--- config.mk ---
export PLATFORM = sky130hd
export DESIGN_NAME = plic_top
export DESIGN_NICKNAME = d
export VERILOG_FILES = /design/src/rtl/plic_cfg_pkg.sv /design/src/rtl/plic_bus_pkg.sv /design/src/rtl/plic_top.sv /design/src/rtl/plic_core.sv /design/src/rtl/plic_arbiter.sv /design/src/rtl/plic_gateway.sv /design/src/rtl/plic_wb_slave.sv
export SDC_FILE = /design/constraint.sdc
export NUM_CORES = 1
export LEC_CHECK = 0
export ABC_CLOCK_PERIOD_IN_PS = 10300
export BUFFER_PORTS_ARGS = -buffer_cell sky130_fd_sc_hd__buf_2
export CAP_MARGIN = 20
export CORE_AREA = 2 2 212 130
export CTS_CLUSTER_DIAMETER = 200
export CTS_CLUSTER_SIZE = 10
export DETAILED_ROUTE_END_ITERATION = 10
export DIE_AREA = 0 0 214 132
export PLACE_DENSITY = 0.79
export SYNTH_ARGS = -nofsm -noshare
export SYNTH_HDL_FRONTEND = slang
export SYNTH_SLANG_ARGS = --single-unit
--- constraint.sdc ---
create_clock -name clk -period 10.3 [get_ports clk]
set_clock_uncertainty 0.05 [all_clocks]
set_input_delay 2.06 -clock clk [delete_from_list [all_inputs] [get_ports clk]]
set_output_delay 2.06 -clock clk [all_outputs]
set_load 0.005 [all_outputs]
--- src/rtl/plic_cfg_pkg.sv ---
package plic_cfg_pkg;

    // slot 0 is the reserved id.
    localparam int num_src = 32;
    localparam int prio_w  = 3;
    localparam int id_w    = 5;
    localparam int addr_w  = 24;

    localparam logic [addr_w-1:0] prio_base      = 24'h000000; // source n at 4*n.
    localparam logic [addr_w-1:0] pending_addr   = 24'h001000;
    localparam logic [addr_w-1:0] enable_addr    = 24'h002000;
    localparam logic [addr_w-1:0] threshold_addr = 24'h200000;
    localparam logic [addr_w-1:0] claim_addr     = 24'h200004;

    typedef logic [num_src-1:0] src_vec_t;
    typedef logic [prio_w-1:0]  prio_t;
    typedef logic [id_w-1:0]    src_id_t;

    typedef enum logic
    {
        reg_read,
        reg_write
    } reg_op_e;

endpackage
--- src/rtl/plic_bus_pkg.sv ---
package plic_bus_pkg;

    // master side of a wishbone classic cycle.
    typedef struct packed
    {
        logic                              cyc;
        logic                              stb;
        logic                              we;
        logic [plic_cfg_pkg::addr_w-1:0]   adr;
        logic [31:0]                       dat;
    } wb_req_t;

    typedef struct packed
    {
        logic        ack;
        logic [31:0] dat;
    } wb_rsp_t;

    // one register operation, slave to core.
    typedef struct packed
    {
        logic                              valid;
        plic_cfg_pkg::reg_op_e             op;
        logic [plic_cfg_pkg::addr_w-1:0]   addr;
        logic [31:0]                       wdata;
    } reg_req_t;

endpackage

--- src/rtl/plic_top.sv ---
`timescale 1ns/1ps

module plic_top (
    input  logic                   clk,
    input  logic                   rstn,
    input  plic_bus_pkg::wb_req_t  wb_in,
    output plic_bus_pkg::wb_rsp_t  wb_out,
    input  plic_cfg_pkg::src_vec_t src_req,
    output logic                   irq
);
    import plic_cfg_pkg::*;
    import plic_bus_pkg::*;

    reg_req_t    reg_req;
    logic [31:0] rdata;
    src_vec_t    pend_set;
    src_vec_t    complete;

    plic_wb_slave wb0 (
        .clk     (clk),
        .rstn    (rstn),
        .wb_in   (wb_in),
        .wb_out  (wb_out),
        .reg_req (reg_req),
        .rdata   (rdata)
    );

    plic_gateway gw0 (
        .clk      (clk),
        .rstn     (rstn),
        .src_req  (src_req),
        .complete (complete),
        .pend_set (pend_set)
    );

    plic_core core0 (
        .clk      (clk),
        .rstn     (rstn),
        .reg_req  (reg_req),
        .rdata    (rdata),
        .pend_set (pend_set),
        .complete (complete),
        .irq      (irq)
    );

endmodule

--- src/rtl/plic_core.sv ---
`timescale 1ns/1ps

module plic_core (
    input  logic                   clk,
    input  logic                   rstn,
    input  plic_bus_pkg::reg_req_t reg_req,
    output logic [31:0]            rdata,
    input  plic_cfg_pkg::src_vec_t pend_set,
    output plic_cfg_pkg::src_vec_t complete,
    output logic                   irq
);
    import plic_cfg_pkg::*;

    prio_t    prio_q [num_src];
    src_vec_t pending_q;
    src_vec_t enable_q;
    prio_t    threshold_q;

    src_id_t  prio_idx;
    logic     is_prio;
    logic     is_pending;
    logic     is_enable;
    logic     is_threshold;
    logic     is_claim;
    logic     rd;
    logic     wr;
    logic     cmpl_id_ok;
    logic [31:0] rd_mux;
    src_vec_t claim_clr;
    src_vec_t complete_nxt;

    src_id_t  winner_id;
    logic     winner_valid;

    assign rd = reg_req.valid && (reg_req.op == reg_read);
    assign wr = reg_req.valid && (reg_req.op == reg_write);

    // priority block spans one word per source slot.
    assign prio_idx     = reg_req.addr[id_w+1:2];
    assign is_prio      = (reg_req.addr >> (id_w + 2)) == (prio_base >> (id_w + 2));
    assign is_pending   = reg_req.addr == pending_addr;
    assign is_enable    = reg_req.addr == enable_addr;
    assign is_threshold = reg_req.addr == threshold_addr;
    assign is_claim     = reg_req.addr == claim_addr;

    // claim read drops the winner's pending bit.
    assign claim_clr = (rd && is_claim && winner_valid) ? (src_vec_t'(1) << winner_id) : '0;

    assign cmpl_id_ok   = reg_req.wdata[31:id_w] == '0;
    assign complete_nxt = (wr && is_claim && cmpl_id_ok)
                          ? ((src_vec_t'(1) << reg_req.wdata[id_w-1:0]) & ~src_vec_t'(1))
                          : '0;

    always_ff @(posedge clk)
    begin
        if (!rstn)
        begin
            for (int i = 0; i < num_src; i++)
                prio_q[i] <= '0;
            enable_q    <= '0;
            threshold_q <= '0;
        end
        else if (wr)
        begin
            if (is_prio && prio_idx != '0)
                prio_q[prio_idx] <= reg_req.wdata[prio_w-1:0];
            if (is_enable)
                enable_q <= reg_req.wdata;
            if (is_threshold)
                threshold_q <= reg_req.wdata[prio_w-1:0];
        end
    end

    always_ff @(posedge clk)
    begin
        if (!rstn)
        begin
            pending_q <= '0;
            complete  <= '0;
            irq       <= 1'b0;
        end
        else
        begin
            pending_q <= (pending_q | pend_set) & ~claim_clr;
            complete  <= complete_nxt; // one cycle pulse.
            irq       <= winner_valid;
        end
    end

    always_comb
    begin
        rd_mux = '0;
        if (is_prio)
            rd_mux = 32'(prio_q[prio_idx]); // slot 0 stays zero.
        else if (is_pending)
            rd_mux = pending_q;
        else if (is_enable)
            rd_mux = enable_q;
        else if (is_threshold)
            rd_mux = 32'(threshold_q);
        else if (is_claim)
            rd_mux = 32'(winner_id);
    end

    always_ff @(posedge clk)
    begin
        if (rd)
            rdata <= rd_mux;
    end

    plic_arbiter arb0 (
        .pending      (pending_q),
        .enable       (enable_q),
        .prio         (prio_q),
        .threshold    (threshold_q),
        .winner_id    (winner_id),
        .winner_valid (winner_valid)
    );

endmodule

--- src/rtl/plic_arbiter.sv ---
`timescale 1ns/1ps

module plic_arbiter (
    input  plic_cfg_pkg::src_vec_t pending,
    input  plic_cfg_pkg::src_vec_t enable,
    input  plic_cfg_pkg::prio_t    prio [plic_cfg_pkg::num_src],
    input  plic_cfg_pkg::prio_t    threshold,
    output plic_cfg_pkg::src_id_t  winner_id,
    output logic                   winner_valid
);
    import plic_cfg_pkg::*;

    // level 0 holds the leaves, the last level the root.
    prio_t   node_p  [$clog2(num_src)+1][num_src];
    src_id_t node_id [$clog2(num_src)+1][num_src];

    always_comb
    begin
        for (int l = 0; l <= $clog2(num_src); l++)
        begin
            for (int n = 0; n < num_src; n++)
            begin
                node_p[l][n]  = '0;
                node_id[l][n] = '0;
            end
        end

        for (int n = 0; n < num_src; n++)
        begin
            node_p[0][n]  = (pending[n] && enable[n]) ? prio[n] : '0;
            node_id[0][n] = src_id_t'(n);
        end

        for (int l = 1; l <= $clog2(num_src); l++)
        begin
            for (int n = 0; n < (num_src >> l); n++)
            begin
                // left child has the lower id, keeps ties.
                if (node_p[l-1][2*n] >= node_p[l-1][2*n+1])
                begin
                    node_p[l][n]  = node_p[l-1][2*n];
                    node_id[l][n] = node_id[l-1][2*n];
                end
                else
                begin
                    node_p[l][n]  = node_p[l-1][2*n+1];
                    node_id[l][n] = node_id[l-1][2*n+1];
                end
            end
        end
    end

    assign winner_valid = node_p[$clog2(num_src)][0] > threshold;
    assign winner_id    = winner_valid ? node_id[$clog2(num_src)][0] : '0;

endmodule

--- src/rtl/plic_gateway.sv ---
`timescale 1ns/1ps

module plic_gateway (
    input  logic                   clk,
    input  logic                   rstn,
    input  plic_cfg_pkg::src_vec_t src_req,
    input  plic_cfg_pkg::src_vec_t complete,
    output plic_cfg_pkg::src_vec_t pend_set
);
    import plic_cfg_pkg::*;

    src_vec_t in_flight;
    src_vec_t live_mask;
    src_vec_t fire;

    assign live_mask = {{(num_src-1){1'b1}}, 1'b0}; // slot 0 never forwards.

    // level high and nothing outstanding for that source.
    assign fire = src_req & ~in_flight & live_mask;

    always_ff @(posedge clk)
    begin
        if (!rstn)
        begin
            in_flight <= '0;
            pend_set  <= '0;
        end
        else
        begin
            // held until the handler writes the id back to claim.
            in_flight <= ((in_flight & ~complete) | fire) & live_mask;
            pend_set  <= fire;
        end
    end

endmodule

--- src/rtl/plic_wb_slave.sv ---
`timescale 1ns/1ps

module plic_wb_slave (
    input  logic                   clk,
    input  logic                   rstn,
    input  plic_bus_pkg::wb_req_t  wb_in,
    output plic_bus_pkg::wb_rsp_t  wb_out,
    output plic_bus_pkg::reg_req_t reg_req,
    input  logic [31:0]            rdata
);
    import plic_cfg_pkg::*;

    typedef enum logic
    {
        wb_idle,
        wb_ack
    } wb_state_e;

    wb_state_e state;
    wb_state_e state_nxt;
    logic      access;

    // new access only from idle, so ack never repeats.
    assign access = (state == wb_idle) && wb_in.cyc && wb_in.stb;

    always_comb
    begin
        reg_req.valid = access;
        reg_req.op    = wb_in.we ? reg_write : reg_read;
        reg_req.addr  = wb_in.adr;
        reg_req.wdata = wb_in.dat;
    end

    always_comb
    begin
        state_nxt = state;
        case (state)
            wb_idle:
            begin
                if (access)
                    state_nxt = wb_ack;
            end
            wb_ack:  state_nxt = wb_idle; // single cycle ack.
            default: state_nxt = wb_idle;
        endcase
    end

    always_ff @(posedge clk)
    begin
        if (!rstn)
            state <= wb_idle;
        else
            state <= state_nxt;
    end

    // core data is already registered, lines up with ack.
    assign wb_out.ack = (state == wb_ack);
    assign wb_out.dat = (state == wb_ack) ? rdata : 32'h0;

endmodule

==> results of run 1 <==
cells by family (layout without fill, tap and decap cells):
kind of cell	after synthesis	count (layout)	synth area share, %
AO/OA/AOI/OAI	437	437	20.6
adder cells (fa/ha/maj)	91	91	7.07
buffers and inverters	153	253	3.81
flip-flops	290	290	38.7
multiplexers	82	82	7.34
other	0	1	0
AND/OR/NAND/NOR	748	748	22.5
cells in the final DEF (no fill, tap or decap), types with 13 or more instances in the layout:
master	synthesis	final
edfxtp_1	32	32
nand2_1	290	289
a21oi_2	20	21
buf_4	1	20
nor2_1	104	103
clkbuf_16	0	34
mux4_2	24	24
nand3_1	185	185
mux2i_1	40	38
o21ai_0	55	55
nand2b_1	27	27
a31oi_1	13	13
ha_1	82	82
a21oi_1	55	54
a21boi_0	125	125
a22o_1	33	33
a21o_1	31	31
and3_1	21	21
mux2_2	13	13
buf_2	8	124
inv_1	59	59
dfxtp_1	258	258
and2_1	45	44
o211a_1	32	32
worst min path at each step:
stage                       from                to  slack [ns]  depth (start not counted)
2_1_floorplan  gw0.in_flight[10]  gw0.pend_set[10]        0.36                          1
3_3_place_gp   gw0.in_flight[29]  gw0.pend_set[29]        0.37                          1
3_5_place_dp   gw0.in_flight[25]  gw0.pend_set[25]        0.37                          1
4_1_cts        gw0.in_flight[10]  gw0.pend_set[10]        0.38                          1
5_1_grt         gw0.in_flight[6]   gw0.pend_set[6]        0.40                          1
6_report       gw0.in_flight[10]  gw0.pend_set[10]        0.39                          1
critical path: cells and delay by family, from the launching register on:
family / cells / cell delay (ns)
flops: 1 / 0.44
fa+ha+maj: 9 / 2.81
simple gates: 12 / 1.75
compound gates: 20 / 3.80
buf+inv: 1 / 0.09
mux: 2 / 0.61
what timing repair did:
item / CTS / global route
hold buffers: 0 / 0
gates resized for setup: 0 / 12
endpoints found under the setup margin: 0 / 29
per-stage QoR:
step	hold slack [ns]	worst slack, ns
2_1_floorplan	0.362	1.42
3_3_place_gp	0.372	0.674
3_5_place_dp	0.374	0.449
4_1_cts	0.385	0.421
5_1_grt	0.404	0.0465
6_report	0.387	0.439
metal layers:
layer / vias to the layer above / share of wire (%) / global-route usage (%)
met4: 2 / 2.9 / 10.3
met3: 124 / 14 / 9.80
li1: 6627 / - / -
met1: 6928 / 43 / 49.7
met5: - / 0.068 / 0.833
met2: 862 / 40 / 48.3
registers in the layout, indices dropped and copies added, names as in the netlist, 3 cells and up:
register	cells
core0.enable_q	32
core0.complete	31
core0.threshold_q	3
core0.pending_q	32
gw0.in_flight	31
gw0.pend_set	31
core0.prio_q	96
core0.rdata	32
cells in the mapped netlist (33+ instances only):
library cell	instances
nand2_1	290
dfxtp_1	258
nand3_1	185
a21boi_0	125
nor2_1	104
ha_1	82
clkbuf_1	78
inv_1	59
a21oi_1	55
o21ai_0	55
and2_1	45
mux2i_1	40
a22o_1	33
power by group:
group / total, W / internal, W / switching [W]
Sequential: 0.00119 / 0.00117 / 0.0000290
Combinational: 0.000115 / 0.0000438 / 0.0000714
Clock: 0.00109 / 0.000611 / 0.000478
Total: 0.00240 / 0.00182 / 0.000578
cell type report:
cell class                 count  area (um2)
tap                          360         450
inverter                      59         221
fill                        2092        8440
clock inverter                 3        58.8
antenna                        1        2.50
multi-input combinational   1358        9200
clock buffer                  46         896
sequential                   290        6130
timing repair buffer         145         798
==> qor.txt, run 1 <==
Status: finished, final reports clean
Top FF cell, synth: dfxtp_1
Finish-stage setup viols: 0
Layout Nets: 2063
Post-DRT Antenna Nets: 0
Crit path top cell by count: ha_1
Min cycle time layout: 9.86 ns
Synth unique cells: 86
Fraction of the yosys area taken by sequential cells: 38.7%
Fin crit share: 95.7%
Register bit total from synthesis: 290
Area leader, netlist: dfxtp_1
Syn nets: 1976
Layout cell share with drive strength beyond 1: 15.6%
Total GRT Usage: 34.0%
Hold crit path type: register to register
R2R Path Start: core0.pending_q[30]
Reg clk slew, reported paths: 0.06 ns
1st-pass router iterations: 6
Root Buffer: clkbuf_16
Reg-to-Reg End: core0.rdata[1]
Leakage: 7.10 nW
Vias per std cell: 6.43
Starting Density: 60.5%
Largest net degree at the start of global routing: 122
Die height: 132 um
Hpwl dp: 34200 um
CP Capture Type: register
Wire per inst: 21.6 um
Vias in the first global route: 13500
Congestion Overflow GR: 0
Final Max Slew Viols: 0
Area Growth Syn to Fin: 12.0%
Hold Violations, Final: 0
Tot Pwr: 0.00240 W
Setup TNS: 0 ns
CP Class: register to register
Routed WL: 48800 um
Slew @ Worst Pin: 1.22 ns
RSZ-0062 raised after global routing: no
Inserted Clock Buffers: 34
MaxCap Viol Count: 0
Max clock buf depth: 3
Slowest stage delay, CP: 0.44 ns
Worst endpoint data arrival time: 10.06 ns
Finished Cell Area: 0.0178 mm2
CORE AREA: 0.0262 mm2
# DRC: 0
# rows: 46
Warnings from Yosys: 0
Die area: 0.0282 mm2
DIE WIDTH: 214 um
Pwr per Cell Area: 135 mW/mm2
H-tree depth: 2
Antenna violations before repair: 2
I/O pins: 127
Final Util: 67.8%
Setup Buffers After CTS: 0
Inst Count DP: 2211
GP Congestion: 0.961
Crit. Startpoint: core0.pending_q[30]
# port buffers: 125
EDFF count, synth: 32
FF-to-FF path depth: 44
Detailed Route Iter0 Violations: 1769
Yosys top cell area share: 32.6%
Critical Path RT: 10.50 ns
Mapped Avg Cell Area: 8.80 um2
Detailed-route via count: 14500
Worst slew margin: 18.5%
CP Launch Type: register
Async set or reset register ratio after synthesis: 0%
Worst-Skew Late Latency: 0.54 ns
TritonCTS Sinks: 290
Crit path capture: core0.rdata[1]
Worst VDD drop: 0.000148 V
Synthesized instance count: 1801
Global-route wire length before repair: 75600 um
TritonCTS clock tree: built
Post-route insts no fill: 2262
Post-Syn Area: 0.0158 mm2
Slowest-stage cell, CP: dfxtp_1
Max Clock Freq: 101 MHz
Cell Area, Placed: 0.0167 mm2
Worst-path maximum fanout: 13
Reg-to-reg setup timing slack: 0.44 ns
Synth area leaders: dfxtp_1 33%, nand2_1 6.9%, ha_1 6.5%
Power figures use the tool's default switching activity.
==> run 2, diff against run 1 <==
ABC_CLOCK_PERIOD_IN_PS = 12800   (was 10300)
CAP_MARGIN = unset   (was 20)
CORE_AREA = 2 2 210 129   (was 2 2 212 130)
DIE_AREA = 0 0 212 131   (was 0 0 214 132)
PLACE_DENSITY = 0.8   (was 0.79)
clock period = 12.8 ns   (was 10.3 ns; I/O delays follow)
==> qor.txt, run 2 (synthesis results as in run 1) <==
Worst setup margin: 2.40 ns (+1.96 ns)
Largest Register: core0.prio_q
Post-DRT Antenna Nets: 0 (unchanged)
CP Class: register to register
Detailed Route Iter0 Violations: 1706 (-3.6%)
Total GRT Usage: 34.1% (+0.081 points)
Crit. Startpoint: core0.pending_q[30]
Reg-to-Reg End: core0.pending_q[3]
Setup WS pre-CTS: 2.63 ns (+2.18 ns)
GP Congestion: 0.950 (-1.1%)
Post-CTS resize count: 0 (unchanged)
Setup Buffers After CTS: 0 (unchanged)
Hold crit path type: register to register
Die area: 0.0278 mm2 (-1.7%)
Layout cell share with drive strength beyond 1: 15.0% (-0.66 points)
Post-route insts no fill: 2258 (-0.18%)
Setup TNS: 0 ns (unchanged)
Crit path capture: core0.pending_q[3]
Slew @ Worst Pin: 1.13 ns (-0.0904 ns)
Starting Density: 61.0% (+0.54 points)
Detailed-route via count: 14200 (-2.5%)
Inst Count DP: 2210 (-0.045%)
Reg clk slew, reported paths: 0.05 ns (about the same)
Worst VDD drop: 0.000118 V (-21%)
R2R Path Start: core0.pending_q[30]
# port buffers: 125 (unchanged)
Slowest-stage cell, CP: and2_1
Die height: 131 um (-0.76%)
Hold slack: 0.385 ns (-0.00204 ns)
1st-pass router iterations: 6 (unchanged)
# DRC: 0 (unchanged)
Max FFs per register: 96 (unchanged)
Area Growth Syn to Fin: 11.4%
Min cycle time layout: 10.40 ns (+0.541 ns)
Final Max Slew Viols: 0 (unchanged)
RSZ-0062 raised after global routing: no
Max Clock Freq: 96.1 MHz (-5.2%)
Critical Path RT: 13.14 ns (+2.64 ns)
Pwr per Cell Area: 109 mW/mm2 (-20%)
Ant. Diodes: 0 (-1)
Status: finished, final reports clean
Post-CTS Hold Buffers: 0 (unchanged)
Commonest non-fill, non-tap cells in the layout: 290 x nand2_1, 258 x dfxtp_1, 185 x nand3_1, 125 x a21boi_0, 124 x buf_2
Worst-Skew Late Latency: 0.54 ns (about the same)
CORE AREA: 0.0260 mm2 (-0.88%)
Root Buffer: clkbuf_16
Wire per inst: 20.8 um (-3.5%)
Slowest stage delay, CP: 0.58 ns (+0.14 ns)
H-tree depth: 2 (unchanged)
Routed WL: 47000 um (-3.7%)
Reg-to-reg setup timing slack: 2.40 ns (+1.96 ns)
TritonCTS clock tree: built
Worst-path maximum fanout: 13 (unchanged)
Finish-stage setup viols: 0 (unchanged)
Worst slew margin: 24.2% (+5.7 points)
I/O pins: 127 (unchanged)
Fin crit share: 81.3% (-14 points)
Crit path top cell by count: ha_1
Layout Nets: 2061 (-0.097%)
FF-to-FF path depth: 43 (-2.3%)
Global-route wire length before repair: 72200 um (-4.6%)
Inserted Clock Buffers: 34 (unchanged)
Antenna violations before repair: 2 (unchanged)
Hold Violations, Final: 0 (unchanged)
Leakage: 7.06 nW (-0.51%)
Vias in the first global route: 13200 (-2.7%)
CP Launch Type: register
DIE WIDTH: 212 um (-0.93%)
Commonest non-fill, non-tap cell in the layout: nand2_1
Hpwl dp: 33400 um (-2.4%)
Congestion Overflow GR: 0 (unchanged)
# rows: 46 (unchanged)
Max clock buf depth: 3 (unchanged)
Largest net degree at the start of global routing: 121 (-0.82%)
TritonCTS Sinks: 290 (unchanged)
MaxCap Viol Count: 0 (unchanged)
Worst endpoint data arrival time: 10.74 ns (+0.68 ns)
CP Capture Type: register
Vias per std cell: 6.28 (-2.3%)
-- run 2: cell types whose count changed in the layout (fill, tap and decap cells not counted), sizes merged --
cell | previous run | this run
buf | 145 | 143
diode | 1 | 0
inv | 61 | 60
-- run 2: critical path, delay by kind of cell (launching register included) --
kind | cells | cell delay, ns
compound gates | 20 | 4.08
fa+ha+maj | 9 | 2.66
simple gates | 10 | 1.88
mux | 3 | 1.02
buf+inv | 1 | 0.09
flops | 1 | 0.47
-- run 2: worst min path at each step --
stage               slack, ns  cells after the start              start               end
floorplan                0.36                      1  gw0.in_flight[10]  gw0.pend_set[10]
global placement         0.37                      1  gw0.in_flight[25]  gw0.pend_set[25]
detailed placement       0.38                      1   gw0.in_flight[3]   gw0.pend_set[3]
CTS                      0.38                      1   gw0.in_flight[3]   gw0.pend_set[3]
global route             0.41                      1  gw0.in_flight[31]  gw0.pend_set[31]
finish                   0.38                      1   gw0.in_flight[3]   gw0.pend_set[3]
-- run 2: metrics by stage --
step           total power [W]  utilization (%)  instance area, um2
2_1_floorplan          0.00102                -               15800
3_3_place_gp           0.00106             64.4               16700
3_5_place_dp           0.00107             64.4               16700
4_1_cts                0.00192             68.0               17600
5_1_grt                0.00197             68.0               17600
6_report               0.00192             68.0               17600
-- run 2: layout make-up --
class,count,area [um2]
clock inverters,2,36.3
well taps,360,450
inverters,59,221
repair buffers,143,763
fillers,2110,8310
clock buffers,46,896
flip-flops and latches,290,6130
multi-input cells,1358,9150
-- run 2: per-layer routing --
metal  global-route usage (%)  vias up  part of all wire (%)
li1                         -     6636                     -
met2                     50.0      830                    41
met4                     11.9        2                   3.1
met5                        0        -                 0.015
met3                     8.94      112                    13
met1                     48.7     6606                    43
-- run 2: power by group --
group | leakage, nW | switching [W] | internal, W
combinational | 4.18 | 0.0000558 | 0.0000352
clock | 0.450 | 0.000376 | 0.000488
sequential | 2.43 | 0.0000234 | 0.000938
